$ cat src/menuPkg.sv
`default_nettype none

package menuPkg;

    ////////////////////////////////////////
    // Widths with a meaning
    ////////////////////////////////////////

    typedef logic [6:0]  pixelCoord;   // OLED column 0..95 or row 0..63
    typedef logic [15:0] pixelColor;   // RGB565
    typedef logic [1:0]  cursorPos;    // 0 is no highlight, 1..3 the entries

    // Highest valid cursor value
    localparam cursorPos MENU_ITEMS = 2'd3;

    localparam pixelColor COLOR_WHITE = 16'hFFFF;
    localparam pixelColor COLOR_BLACK = 16'h0000;

    ////////////////////////////////////////
    // Bundles between blocks
    ////////////////////////////////////////

    // Pixel query from the OLED driver
    typedef struct packed {
        pixelCoord x;
        pixelCoord y;
    } pixelPos;

    // One-cycle button events
    typedef struct packed {
        logic up;
        logic down;
        logic enter;
    } btnEvents;

    // Mode handshake towards the application
    typedef enum logic [1:0] {
        HS_IDLE    = 2'd0,  // Free for a new request
        HS_REQ     = 2'd1,  // modeReq high, waiting for ack
        HS_RELEASE = 2'd2   // Request dropped, waiting for ack low
    } hsState;

endpackage

`default_nettype wire
$ cat src/menuTop.sv
`timescale 1ns/100ps
`default_nettype none

module menuTop import menuPkg::*; #(
    parameter int        DEBOUNCE_CYCLES = 4,
    parameter pixelColor FG_COLOR        = COLOR_WHITE,
    parameter pixelColor BG_COLOR        = COLOR_BLACK
) (
    input  wire       clk,
    input  wire       rst,
    input  wire       btnUp,
    input  wire       btnDown,
    input  wire       btnEnter,
    input  pixelPos   pixelQuery,
    input  wire       modeAck,
    output pixelColor pixelData,
    output logic      modeReq,
    output cursorPos  modeSel,
    output cursorPos  activeMode
);

    btnEvents events;
    cursorPos cursor;

    buttonDecoder #(
        .DEBOUNCE_CYCLES (DEBOUNCE_CYCLES)
    ) decoder0 (
        .clk      (clk),
        .rst      (rst),
        .btnUp    (btnUp),
        .btnDown  (btnDown),
        .btnEnter (btnEnter),
        .events   (events)
    );

    menuNavigator nav0 (
        .clk        (clk),
        .rst        (rst),
        .events     (events),
        .modeAck    (modeAck),
        .cursor     (cursor),
        .modeReq    (modeReq),
        .modeSel    (modeSel),
        .activeMode (activeMode)
    );

    menuRenderer #(
        .FG_COLOR (FG_COLOR),
        .BG_COLOR (BG_COLOR)
    ) render0 (
        .pixelQuery (pixelQuery),
        .cursor     (cursor),
        .pixelData  (pixelData)
    );

endmodule

`default_nettype wire

$ cat src/menuRenderer.sv
`timescale 1ns/100ps
`default_nettype none

// Pure combinational pixel lookup for the main menu screen
module menuRenderer import menuPkg::*; #(
    parameter pixelColor FG_COLOR = COLOR_WHITE,
    parameter pixelColor BG_COLOR = COLOR_BLACK
) (
    input  pixelPos   pixelQuery,
    input  cursorPos  cursor,
    output pixelColor pixelData
);

    int xi;
    int yi;

    logic titleM;
    logic titleE;
    logic titleN;
    logic titleU;
    logic title;
    logic volBar;
    logic pingPong;
    logic waveLbl;
    logic lit;

    logic [MENU_ITEMS:1] label;
    logic [MENU_ITEMS:1] band;
    logic [MENU_ITEMS:1] arrow;

    assign xi = int'(pixelQuery.x);
    assign yi = int'(pixelQuery.y);

    ////////////////////////////////////////
    // Glyph helpers
    ////////////////////////////////////////

    function automatic logic span(input int v, input int lo, input int hi);
        return (v >= lo) && (v <= hi);
    endfunction

    // Small 7-row letters, dx and dy from the top left corner
    function automatic logic glyphV(input int dx, input int dy);
        return ((dx == 0 || dx == 4) && span(dy, 0, 4))
            || (dy == 5 && (dx == 1 || dx == 3)) || (dx == 2 && dy == 6);
    endfunction

    function automatic logic glyphO(input int dx, input int dy);
        return ((dx == 0 || dx == 4) && span(dy, 1, 5))
            || (span(dx, 1, 3) && (dy == 0 || dy == 6));
    endfunction

    function automatic logic glyphL(input int dx, input int dy);
        return (dx == 0 && span(dy, 0, 6)) || (span(dx, 1, 3) && dy == 6);
    endfunction

    function automatic logic glyphU(input int dx, input int dy);
        return ((dx == 0 || dx == 3) && span(dy, 0, 5)) || (span(dx, 1, 2) && dy == 6);
    endfunction

    function automatic logic glyphM(input int dx, input int dy);
        return ((dx == 0 || dx == 4) && span(dy, 0, 6))
            || (dy == 1 && (dx == 1 || dx == 3)) || (dx == 2 && dy == 2);
    endfunction

    function automatic logic glyphE(input int dx, input int dy, input int w);
        return (dx == 0 && span(dy, 0, 6))
            || (span(dx, 0, w) && (dy == 0 || dy == 3 || dy == 6));
    endfunction

    function automatic logic glyphB(input int dx, input int dy);
        return (dx == 0 && span(dy, 0, 6))
            || (span(dx, 0, 2) && (dy == 0 || dy == 3 || dy == 6))
            || (dx == 3 && (span(dy, 1, 2) || span(dy, 4, 5)));
    endfunction

    function automatic logic glyphA(input int dx, input int dy);
        return (dx == 4 && span(dy, 0, 6)) || (dx == 0 && span(dy, 3, 6))
            || (span(dx, 1, 3) && dy == 4)
            || (span(dx, 1, 3) && (dx + dy == 3));  // Rising stroke
    endfunction

    function automatic logic glyphR(input int dx, input int dy);
        return (dx == 0 && span(dy, 0, 6))
            || (span(dx, 0, 2) && (dy == 0 || dy == 3))
            || (dx == 3 && span(dy, 1, 2))
            || (span(dy, 4, 6) && dx == dy - 2);  // Leg
    endfunction

    function automatic logic glyphP(input int dx, input int dy);
        return (dx == 0 && span(dy, 0, 6))
            || (span(dx, 1, 2) && (dy == 0 || dy == 3))
            || (dx == 3 && span(dy, 1, 2));
    endfunction

    function automatic logic glyphN(input int dx, input int dy);
        return ((dx == 0 || dx == 4) && span(dy, 0, 6)) || (span(dx, 1, 3) && dy == dx + 1);
    endfunction

    function automatic logic glyphG(input int dx, input int dy);
        return (dx == 0 && span(dy, 1, 5))
            || (span(dx, 1, 2) && (dy == 0 || dy == 6))
            || (dx == 3 && (dy == 1 || dy == 5))
            || (dx == 4 && span(dy, 5, 6));
    endfunction

    function automatic logic glyphW(input int dx, input int dy);
        return ((dx == 0 || dx == 3 || dx == 6) && span(dy, 0, 5))
            || ((dx == 1 || dx == 2 || dx == 4 || dx == 5) && dy == 6);
    endfunction

    // Right pointing triangle, 5 rows tall
    function automatic logic arrowAt(input int x, input int y, input int centre);
        int dy;
        dy = y - centre;
        return (x == 3 && span(dy, -2, 2)) || (x == 4 && (dy == -2 || dy == 2))
            || (x == 5 && (dy == -1 || dy == 1)) || (x == 6 && dy == 0);
    endfunction

    ////////////////////////////////////////
    // Title MENU, two pixel strokes
    ////////////////////////////////////////

    assign titleM = ((span(xi, 26, 27) || span(xi, 38, 39)) && span(yi, 3, 16))
        || (span(xi, 28, 31) && span(yi - xi + 23, 0, 1))   // Left diagonal
        || (span(xi, 32, 33) && span(yi, 9, 10))
        || (span(xi, 34, 37) && span(yi + xi - 42, 0, 1));  // Right diagonal

    assign titleE = (span(xi, 42, 43) && span(yi, 3, 16))
        || (span(xi, 44, 49) && (span(yi, 3, 4) || span(yi, 9, 10) || span(yi, 15, 16)));

    assign titleN = ((span(xi, 52, 53) || span(xi, 60, 61)) && span(yi, 3, 16))
        || (span(xi, 53, 58) && span(yi - xi + 47, 0, 1));

    assign titleU = ((span(xi, 64, 65) || span(xi, 70, 71)) && span(yi, 3, 14))
        || (span(xi, 66, 69) && span(yi, 15, 16));

    assign title = titleM || titleE || titleN || titleU;

    ////////////////////////////////////////
    // Entry labels
    ////////////////////////////////////////

    assign volBar = glyphV(xi - 12, yi - 22) || glyphO(xi - 18, yi - 22)
        || glyphL(xi - 24, yi - 22) || glyphU(xi - 29, yi - 22)
        || glyphM(xi - 34, yi - 22) || glyphE(xi - 40, yi - 22, 2)
        || glyphB(xi - 47, yi - 22) || glyphA(xi - 52, yi - 22)
        || glyphR(xi - 58, yi - 22);

    assign pingPong = glyphP(xi - 12, yi - 32) || (xi == 17 && span(yi, 32, 38))  // I
        || glyphN(xi - 19, yi - 32) || glyphG(xi - 25, yi - 32)
        || glyphP(xi - 33, yi - 32) || glyphO(xi - 38, yi - 32)
        || glyphN(xi - 44, yi - 32) || glyphG(xi - 50, yi - 32);

    assign waveLbl = glyphW(xi - 12, yi - 42) || glyphA(xi - 20, yi - 42)
        || glyphV(xi - 26, yi - 42) || glyphE(xi - 32, yi - 42, 3);

    assign label = {waveLbl, pingPong, volBar};

    // Selection bands and arrows, entry k centred on row 15+10k
    genvar k;
    generate
        for (k = 1; k <= MENU_ITEMS; k++) begin : gEntry
            assign band[k]  = span(yi, 11 + 10 * k, 19 + 10 * k) && span(xi, 0, 95);
            assign arrow[k] = arrowAt(xi, yi, 15 + 10 * k);
        end
    endgenerate

    // Highlighted entry is drawn inverted
    always_comb begin
        lit = title;
        for (int e = 1; e <= MENU_ITEMS; e++) begin
            if (cursor == cursorPos'(e)) begin
                lit = lit || (band[e] && !label[e] && !arrow[e]);
            end else begin
                lit = lit || label[e];
            end
        end
    end

    assign pixelData = lit ? FG_COLOR : BG_COLOR;

endmodule

`default_nettype wire

$ cat src/menuNavigator.sv
`timescale 1ns/100ps
`default_nettype none

module menuNavigator import menuPkg::*; (
    input  wire      clk,
    input  wire      rst,
    input  btnEvents events,
    input  wire      modeAck,
    output cursorPos cursor,
    output logic     modeReq,
    output cursorPos modeSel,
    output cursorPos activeMode
);

    hsState hsCur;
    hsState hsNext;
    logic   stepUp;
    logic   stepDown;
    logic   startReq;
    logic   commit;

    ////////////////////////////////////////
    // Cursor
    ////////////////////////////////////////

    // Both buttons at once cancel out
    assign stepUp   = events.up && !events.down && (cursor != '0);
    assign stepDown = events.down && !events.up && (cursor != MENU_ITEMS);

    always_ff @(posedge clk) begin
        if (rst) begin
            cursor <= '0;
        end else if (stepUp) begin
            cursor <= cursor - cursorPos'(1);
        end else if (stepDown) begin
            cursor <= cursor + cursorPos'(1);
        end
    end

    ////////////////////////////////////////
    // Mode handshake
    ////////////////////////////////////////

    // Enter on a real entry while the ack line is quiet
    assign startReq = events.enter && (cursor != '0) && !modeAck;

    always_comb begin
        hsNext = hsCur;
        case (hsCur)
            HS_IDLE: begin
                if (startReq) begin
                    hsNext = HS_REQ;
                end
            end
            HS_REQ: begin
                if (modeAck) begin
                    hsNext = HS_RELEASE;
                end
            end
            HS_RELEASE: begin
                if (!modeAck) begin
                    hsNext = HS_IDLE;
                end
            end
            default: hsNext = HS_IDLE;
        endcase
    end

    always_ff @(posedge clk) begin
        if (rst) begin
            hsCur <= HS_IDLE;
        end else begin
            hsCur <= hsNext;
        end
    end

    assign commit  = (hsCur == HS_REQ) && modeAck;
    assign modeReq = (hsCur == HS_REQ);

    // Selection frozen for the whole request
    always_ff @(posedge clk) begin
        if ((hsCur == HS_IDLE) && startReq) begin
            modeSel <= cursor;
        end
    end

    always_ff @(posedge clk) begin
        if (rst) begin
            activeMode <= '0;
        end else if (commit) begin
            activeMode <= modeSel;  // Takes effect as modeReq falls
        end
    end

endmodule

`default_nettype wire

$ cat src/buttonDecoder.sv
`timescale 1ns/100ps
`default_nettype none

// Three identical button channels
// Each one is sync, debounce and rising edge detect
module buttonDecoder import menuPkg::*; #(
    parameter int DEBOUNCE_CYCLES = 4
) (
    input  wire      clk,
    input  wire      rst,
    input  wire      btnUp,
    input  wire      btnDown,
    input  wire      btnEnter,
    output btnEvents events
);

    localparam int NUM_BTN = 3;
    localparam int CNT_W   = $clog2(DEBOUNCE_CYCLES + 1);

    logic [NUM_BTN-1:0] rawBtn;
    logic [NUM_BTN-1:0] rise;

    assign rawBtn = {btnEnter, btnDown, btnUp};

    genvar i;
    generate
        for (i = 0; i < NUM_BTN; i++) begin : gChan
            logic [1:0]       syncReg;    // Two-flop synchroniser
            logic [CNT_W-1:0] stableCnt;  // Cycles the new level has held
            logic             debLevel;
            logic             pulse;

            always_ff @(posedge clk) begin
                if (rst) begin
                    syncReg   <= '0;
                    stableCnt <= '0;
                    debLevel  <= 1'b0;
                    pulse     <= 1'b0;
                end else begin
                    syncReg <= {syncReg[0], rawBtn[i]};
                    pulse   <= 1'b0;

                    if (syncReg[1] == debLevel) begin
                        stableCnt <= '0;  // Bounce back restarts the count
                    end else if (stableCnt == CNT_W'(DEBOUNCE_CYCLES - 1)) begin
                        stableCnt <= '0;
                        debLevel  <= syncReg[1];
                        pulse     <= syncReg[1];  // Press only, not release
                    end else begin
                        stableCnt <= stableCnt + CNT_W'(1);
                    end
                end
            end

            assign rise[i] = pulse;
        end
    endgenerate

    // Channel order matches rawBtn
    assign events.up    = rise[0];
    assign events.down  = rise[1];
    assign events.enter = rise[2];

endmodule

`default_nettype wire

$ cat config.mk
export PLATFORM = sky130hd
export DESIGN_NAME = menuTop
export DESIGN_NICKNAME = d
export VERILOG_FILES = /design/src/menuPkg.sv /design/src/menuTop.sv /design/src/menuRenderer.sv /design/src/menuNavigator.sv /design/src/buttonDecoder.sv
export SDC_FILE = /design/constraint.sdc
export NUM_CORES = 1
export LEC_CHECK = 0
export ABC_AREA = 1
export ABC_CLOCK_PERIOD_IN_PS = 4530
export BUFFER_PORTS_ARGS = -buffer_cell sky130_fd_sc_hd__buf_4
export CAP_MARGIN = 20
export CORE_MARGIN = 3
export CORE_UTILIZATION = 60
export DETAILED_ROUTE_END_ITERATION = 8
export PLACE_DENSITY = 0.78
export SYNTH_ARGS = -nofsm -noshare
export SYNTH_HDL_FRONTEND = slang
export SYNTH_HIERARCHICAL = 1
export SYNTH_SLANG_ARGS = --single-unit
$ cat constraint.sdc
create_clock -name clk -period 4.53 [get_ports clk]
set_clock_uncertainty 0.05 [all_clocks]
set_input_delay 0.453 -clock clk [delete_from_list [all_inputs] [get_ports clk]]
set_output_delay 0.453 -clock clk [all_outputs]
set_load 0.01 [all_outputs]
Word level (Yosys, flattened, before mapping):

Cells that the tools add are included.

* flip-flop bits (word level): 29
* input bits: 20
* output and inout port bits: 21

* add/subtract/negate cells: 39
* $lt $le $gt $ge: 106
* eq/ne operators: 79
* muxes and demuxes: 10
* bitwise logic cells: 6
* reduce and logical (&&, ||, !) cells: 317

Operator list (number)
* zero test 32 bit: 24
* equality test 32 x 3 -> 1 bit, second input constant: 21
* equality test 32 x 4 -> 1 bit, second input constant: 21
* <= comparator 32 x 3 -> 1 bit, second input constant: 21
* >= comparator 32 x 2 -> 1 bit, second input constant: 17
* equality test 32 x 2 -> 1 bit, second input constant: 11
* >= comparator 32 x 1 -> 1 bit, second input constant: 10
* <= comparator 32 x 4 -> 1 bit, second input constant: 8
* logical AND 1 bit: 157
* logical OR 1 bit: 114
* subtractor 7 x 6 -> 8 bit, second input constant: 14
* equality test 32 x 1 -> 1 bit, second input constant: 3
* equality test 32 bit: 3
* <= comparator 32 x 2 -> 1 bit, second input constant: 3
* <= comparator 7 x 6 -> 1 bit, second input constant: 11
* subtractor 7 x 5 -> 8 bit, second input constant: 9
* >= comparator 7 x 6 -> 1 bit, second input constant: 10
* adder 32 x 2 -> 32 bit, second input constant: 2
* adder 32 bit: 2
* >= comparator 32 x 3 -> 1 bit, second input constant: 2
* >= comparator 32 x 4 -> 1 bit, second input constant: 2
* adder 32 x 6 -> 32 bit, second input constant: 1
* adder 32 x 7 -> 32 bit, second input constant: 1
* subtractor 32 x 3 -> 32 bit, second input constant: 1
* other kinds (36): 89

Longest topological paths before layout:

Gate-level depths: netlist of run 1.

* depth in word-level cells: 24
* depth in mapped cells: 25
* mapped depth without buffers: 23

Cells and area by module:

Netlist of run 1, hierarchy kept.

Modules (own cells, without submodules)
* menuRenderer: times used 1, cells an instance 1404, area an instance 7173.1 um^2, sequential area each 0.0 um^2
* buttonDecoder: times used 1, cells an instance 85, area an instance 762.0 um^2, sequential area each 420.4 um^2
* menuNavigator: times used 1, cells an instance 42, area an instance 334.1 um^2, sequential area each 180.2 um^2

Worst setup path before layout of run 1:

OpenSTA, ideal clock, no wires.

* kind: input-to-output
* from: in pixelQuery[13] (netlist name)
* to: out pixelData[0]
* data arrival time: 3543 ps
* path slack: 484 ps
* stages on the path: 24
* buffers on the path: 5
* path through: buf_2 -> inv_1 -> buf_2 -> buf_2 -> ha_1 -> buf_2 -> nand2_1 -> a21oi_1 -> ha_1 -> o21ai_0 -> nand2_1 -> o211ai_1 -> nor2_1 -> nand3b_1 -> nand2_1 -> a21oi_1 -> nand3_1 -> nor2_1 -> nand2_1 -> nand2_1 -> nand2_1 -> nor2_1 -> nand3_1 -> buf_4

* cells in the longest elaborated chain, start to end: 24

Ends and longest elaborated chain
* start, declared: line menuTop.sv:14 `input pixelPos pixelQuery,`
* parallel branches: the longest is 22 deep, another holds adder 32 x 6 -> 32 bit
* 2-to-1 mux 1 bit *: line menuRenderer.sv:173 `if (cursor == cursorPos'(e)) begin`
* named net render0.lit: line menuRenderer.sv:25 `logic lit;`
* 2-to-1 mux 16 bit *: line menuRenderer.sv:181 `assign pixelData = lit ? FG_COLOR : BG_COLOR;`
* end, declared: line menuTop.sv:16 `output pixelColor pixelData,`

Mark *: on every way through the listed nets, which the timed path passes.

Worst setup path after layout of run 1:

* from: in pixelQuery[2] (netlist name)
* to: out pixelData[6]

* cells in the longest elaborated chain, start to end: 24

Ends and longest elaborated chain (line)
* parallel branches: the longest is 22 deep, another holds adder 32 x 6 -> 32 bit
* 2-to-1 mux 1 bit *: menuRenderer.sv:173
* 2-to-1 mux 16 bit *: menuRenderer.sv:181

Mark *: on every way between the ends.

==> results.toml, run 1 <==
[cells_and_area]
fin_nets = 1671
num-fill-cells = 1305
antenna_cells = 0
fin_area_mm2 = 0.00890
drive_gt1_share_pct = 8.53
final_common_cell = "nand2_1"
mostFrequentLayoutCells = "nand2_1, nor2_1, inv_1"
syn_to_final_growth_pct = 7.69

[timing]
timing.final.crit_share_pct = 94.4
rsz0062_at_grt = "false"
setup_viol = 0
worstMarginPinSlew_ns = 0.646
hold_viol = 0
layout_min_cycle_time_ns = 4.28
tns_ns = 0
timing.fmax_ghz = 0.234
finalMaxSlewViolations = 0
maxSlewHeadroom_pct = 56.9

[logic_synthesis]
synthFlopType = "dfxtp_1"
syn_avg_cell_area_um2 = 5.40
ys_seq_area_share_pct = 7.26
syn_nets = 1643
yosysWarnings = 6
synth_cells = 1531
async_reset_ff_share_pct = 0
synth_edf_count = 2
synth.distinct_cells = 57
ys_ff_latch = 29
syn_area_mm2 = 0.00827

[floorplan]
core_mm2 = 0.0133
die-height_um = 123
fp.dieArea_mm2 = 0.0152
die_x_um = 123
rows = 42
start_util_pct = 62.0
ioPinCount = 41

[clocking]
clk_latency_ns = 0.28
path_clk_slew_ns = 0.05
ctsRootBufferMaster = "clkbuf_16"
ctsHtreeMaxLevel = 2
cts_tree = "done"
clockBufferDepth = 2
numCtsBuffers = 5
cts_sinks = 29
postCtsHoldBufs = 0

[global_routing]
grt_pass1_wl_um = 52300
overflow = 0
antenna_found_initial = 0
grt_max_degree = 21
grt_pass1_vias = 9658
track_usage_pct = 44.3

[critical_path]
path_buf_inv = 5
critPathCaptureType = "primary output"
worstPathCellList = "buf_4, inv_2, ha_1, inv_1, nand2_1, nand2_1, xor2_2, ha_1, o21ai_0, nand2_1, o211ai_1, nor2_1, nand3b_1, nand2_1, a21oi_1, nand3_1, nor2_1, nand2_1, nand2_1, nand2_1, nor2_1, nand3_1, buf_4, buf_4"
cp-start-kind = "primary input"
reg2reg_slack_ns = 3.23
critPathKind = "primary input to primary output"
path_common_cell = "nand2_1"
worstPathArrival_ns = 3.78
worstReg2RegEnd = "nav0/modeSel[0]"
critPathRequiredTime_ns = 4.03
crit_slowest_cell = "ha_1"
reg2reg_depth = 4
r2r_start = "nav0/cursor[0]"
crit_family = "simple AND/OR/NAND/NOR gates"
max_stage_delay_ns = 0.32
worst-path-max-fanout = 18

[flow_run]
max_cap_violations = 0

[placement]
dpl-instance-area_mm2 = 0.00870
io_buffers = 40
place.gp.congestion = 1.16
hpwlAfterDp_um = 26900

[drt]
ant_nets = 0
wl_um = 34500
firstDrtPassIters = 9
drt_iter0_drc = 2032
vias = 10975
wl_per_cell_um = 19.9
drc = 9
routed_via_density = 6.32

[outcome]
status = "complete, but fails checks"
violations = "DRC"

[pwr]
peakVddDrop_uv = 255
p_leak_nw = 4.72
power_per_cell_area_mw_per_mm2 = 176

[worst_hold_path]
hold_path_class = "primary input to flip-flop"
hold_start = "btnUp"
whs_path_depth = 3
hold_end = "decoder0/gChan[0].syncReg[0]"
## sequential cells by signal, summed over array words and instances, names as in the netlist
register                  count
decoder0/gChan.stableCnt      9
decoder0/gChan.syncReg        6
decoder0/gChan.debLevel       3
decoder0/gChan.pulse          3
nav0/activeMode               2
nav0/cursor                   2
nav0/hsCur                    2
nav0/modeSel                  2
## cells in the mapped netlist, types with 3 or more instances
cell,n,area share [%]
o21a_1,5,0.45
o21ai_0,78,4.7
dfxtp_1,27,6.5
nor4_1,3,0.23
a31oi_1,8,0.61
nand3_2,4,0.48
a21oi_1,81,4.9
nor3_1,26,1.6
o211ai_1,9,0.82
fa_1,3,0.73
a21o_1,5,0.45
nand2_2,10,0.76
inv_1,179,8.1
inv_2,10,0.45
ha_1,89,13
nor2_2,6,0.45
o21bai_1,4,0.36
nor2_1,179,8.1
nand4_1,24,1.8
nor2b_1,3,0.23
o21ai_1,9,0.54
nand2_1,463,21
nand3_1,176,11
and2_1,3,0.23
buf_2,23,1.4
xor2_1,23,2.4
nand3b_1,7,0.64
o22ai_1,6,0.45
clkbuf_1,6,0.27
buf_4,25,2.3
## stage by stage
| stage | utilization (%) | setup WS, ns | std cells | hold slack, ns | power, W |
|---|---|---|---|---|---|
| 2_1_floorplan | - | 0.484 | 1531 | 0.338 | 0.000898 |
| 3_3_place_gp | 65.2 | 0.431 | 1725 | 0.340 | 0.00113 |
| 3_5_place_dp | 65.2 | 0.362 | 1725 | 0.354 | 0.00115 |
| 4_1_cts | 66.5 | 0.333 | 1733 | 0.327 | 0.00152 |
| 5_1_grt | 66.7 | 0.0265 | 1736 | 0.352 | 0.00166 |
| 6_report | 66.7 | 0.252 | 1736 | 0.329 | 0.00157 |
## how the worst max path moves through the flow
stage / from / to / slack, ns / cells after the start
after global placement: pixelQuery[10] / pixelData[11] / 0.43 / 23
after CTS: pixelQuery[1] / pixelData[9] / 0.33 / 24
final: pixelQuery[2] / pixelData[6] / 0.25 / 24
after detailed placement: pixelQuery[10] / pixelData[9] / 0.36 / 23
after floorplan: pixelQuery[13] / pixelData[0] / 0.48 / 24
after global routing: pixelQuery[2] / pixelData[2] / 0.03 / 24
## worst reg2reg max path, cell delays in order (launching register included)
cell,delay (ns)
dfxtp_1,0.47
inv_1,0.12
nand2_1,0.15
nand4_1,0.12
inv_1,0.11
## where the power goes
group          leakage (nW)  switching (W)  internal, W  total [W]
clock network        0.0856       0.000122     0.000252   0.000374
registers             0.236     0.00000206     0.000261   0.000263
logic                  4.39       0.000635     0.000295   0.000930
## cell type report
cell class                      instances  area [µm²]  area share, %
Clock buffer                            7         164           1.84
Clock inverter                          1        6.26         0.0703
Inverter                              191         723           8.12
Multi-Input combinational cell       1254        6610           74.2
Sequential cell                        29         601           6.74
Tap cell                              176         220           2.47
Timing Repair Buffer                   78         586           6.58
## kinds of logic after synthesis
| group | share of synthesized area (%) |
|---|---|
| simple gates | 47.9 |
| compound gates | 14.9 |
| buf+inv | 12.9 |
| flops | 7.26 |
| fa+ha+maj | 14.2 |
| xor+xnor | 2.74 |
## layer usage
layer,global-route usage (%),vias up,part of all wire (%)
met5,0,-,0
met4,23.5,0,6.8
met3,13.2,210,15
met2,65.9,896,41
met1,57.6,4852,38
li1,-,5017,-
## what timing repair did
action,CTS,global route
endpoints found under the setup margin,0,16
resized for setup,0,5
buffers inserted,0,3
Power figures use the tool's default switching activity.
==> run 2, diff against run 1 <==
- BUFFER_PORTS_ARGS: -buffer_cell sky130_fd_sc_hd__buf_4 -> -buffer_cell sky130_fd_sc_hd__buf_2
==> run 2 against run 1 <==
Effect of this change: the flow still finishes with violations (DRC); critical path depth down 6; sequential cell count unchanged; global-route usage down 1.3 points; highest routed layer unchanged; clock power up 5%; critical endpoint unchanged; sequential share of layout area up 0.061 points.
==> results.toml, run 2 (synthesis results as in run 1) <==
[critical_path]
r2r_start = "nav0/cursor[0]"
crit_path_start = "pixelQuery[5]"
critPathRequiredTime_ns = 4.03
critPathCaptureType = "primary output"
critPathKind = "primary input to primary output"
worstPathArrival_ns = 3.82
path_buf_inv = 5
crit_slowest_cell = "ha_1"
max_stage_delay_ns = 0.39
cp-start-kind = "primary input"
worstPathCellList = "buf_2, inv_1, ha_1, inv_1, nor2_1, o21ai_0, o21a_1, or2_0, nand2_1, nand3_1, nor2_1, nand2_1, nor2_2, nand3_1, nor2_1, nand3_1, buf_4, buf_2"
worst-path-max-fanout = 16
crit_family = "simple AND/OR/NAND/NOR gates"

[timing]
tns_ns = 0
timing.hold.ws_ns = 0.325
worstMarginPinSlew_ns = 0.792
timing.final.crit_share_pct = 95.4
setup_viol = 0
maxSlewHeadroom_pct = 46.6
timing.fmax_ghz = 0.231
finalMaxSlewViolations = 0
layout_min_cycle_time_ns = 4.32
rsz0062_at_grt = "false"
hold_viol = 0

[cells_and_area]
fin_nets = 1673
final_common_cell = "nand2_1"
top_regs = "decoder0/gChan.stableCnt x9, decoder0/gChan.syncReg x6"
regMostFlops = "decoder0/gChan.stableCnt"
drive_gt1_share_pct = 8.71
mostFrequentLayoutCells = "nand2_1, inv_1, nor2_1"
antenna_cells = 0
syn_to_final_growth_pct = 6.72
largest_reg_flops = 9

[global_routing]
grt_use_met1_pct = 56.5
antenna_found_initial = 0
track_usage_pct = 43.1
grt_util_met2_pct = 64.3
grt_pass1_wl_um = 50800
grt_pass1_vias = 9517
grt_max_degree = 23
globalRouteMet3Util_pct = 10.5
overflow = 0
busiest_layer = "met2"

[drt]
firstDrtPassIters = 9
drt_iter0_drc = 1861
routed_via_density = 6.28
wl_um = 33400
ant_nets = 0
vias = 10913
wl_per_cell_um = 19.2
drc = 6

[pwr]
swShare_pct = 47.9
clkPwrFrac_pct = 25.0
pwr-share-comb_pct = 58.1
power_per_cell_area_mw_per_mm2 = 177
internal_power_w = 0.000814
power_switching_w = 0.000748
p_seq_share_pct = 16.9
total_power_w = 0.00156
peakVddDrop_uv = 344
p_leak_nw = 4.71

[clocking]
path_clk_slew_ns = 0.05
postCtsHoldBufs = 0
ctsRootBufferMaster = "clkbuf_16"
clk_latency_ns = 0.28
ctsHtreeMaxLevel = 2
cts_sinks = 29
numCtsBuffers = 5
clockBufferDepth = 2
cts_tree = "done"

[floorplan]
start_util_pct = 62.0
fp.dieArea_mm2 = 0.0152
core_mm2 = 0.0133
rows = 42
ioPinCount = 41
die_x_um = 123
die-height_um = 123

[worst_hold_path]
hold_start = "btnUp"
hold_path_class = "primary input to flip-flop"

[placement]
place.gp.congestion = 1.21
hpwlAfterDp_um = 26600
io_buffers = 40

[outcome]
status = "complete, but fails checks"
violations = "DRC"

[flow_run]
max_cap_violations = 0
[run 2: final timing paths]
path,slack [ns],depth (start not counted),endpoint
setup reg to reg,3.21,4,nav0/modeSel[1]
hold reg to reg,0.38,1,decoder0/gChan[1].stableCnt[0]
setup / recovery,0.21,18,pixelData[6]
hold / removal,0.33,3,decoder0/gChan[0].syncReg[0]
[run 2: final cells by class]
class | instances | area [µm²]
Sequential cell | 29 | 601
Inverter | 191 | 717
Clock inverter | 2 | 36.3
Fill cell | 1283 | 4520
Clock buffer | 6 | 139
Tap cell | 176 | 220
Multi-Input combinational cell | 1254 | 6610
Timing Repair Buffer | 80 | 503
[run 2: worst min-delay path, stage by stage]
cell and delay [ns]:
buf_2 0.07, inv_1 0.03, nor2_1 0.06
[run 2: through the flow]
| step | instances | instance area, µm² | utilization (%) | worst slack [ns] |
|---|---|---|---|---|
| floorplan | 1531 | 8270 | - | 0.484 |
| global placement | 1730 | 8640 | 64.7 | 0.259 |
| detailed placement | 1730 | 8640 | 64.7 | 0.264 |
| CTS | 1738 | 8810 | 66.0 | 0.252 |
| global route | 1738 | 8820 | 66.1 | 0.0209 |
| finish | 1738 | 8820 | 66.1 | 0.210 |
[run 2: what timing repair did]
item,4_1_cts,5_1_grt
setup buffers,0,0
setup endpoints to repair,0,16
gates resized for setup,0,5
[run 2: metal layers]
layer	vias to the layer above	part of all wire [%]
met5	-	0
met4	0	7.5
met3	218	14
met2	913	41
met1	4753	37
li1	5029	-
[run 2: power groups by stage]
stage          registers (W)  logic, W  clock network (W)
3_5_place_dp        0.000268  0.000861                  0
2_1_floorplan       0.000268  0.000630                  0
3_3_place_gp        0.000268  0.000854                  0
4_1_cts             0.000263  0.000867           0.000393
6_report            0.000263  0.000908           0.000391
5_1_grt             0.000264  0.000984           0.000400
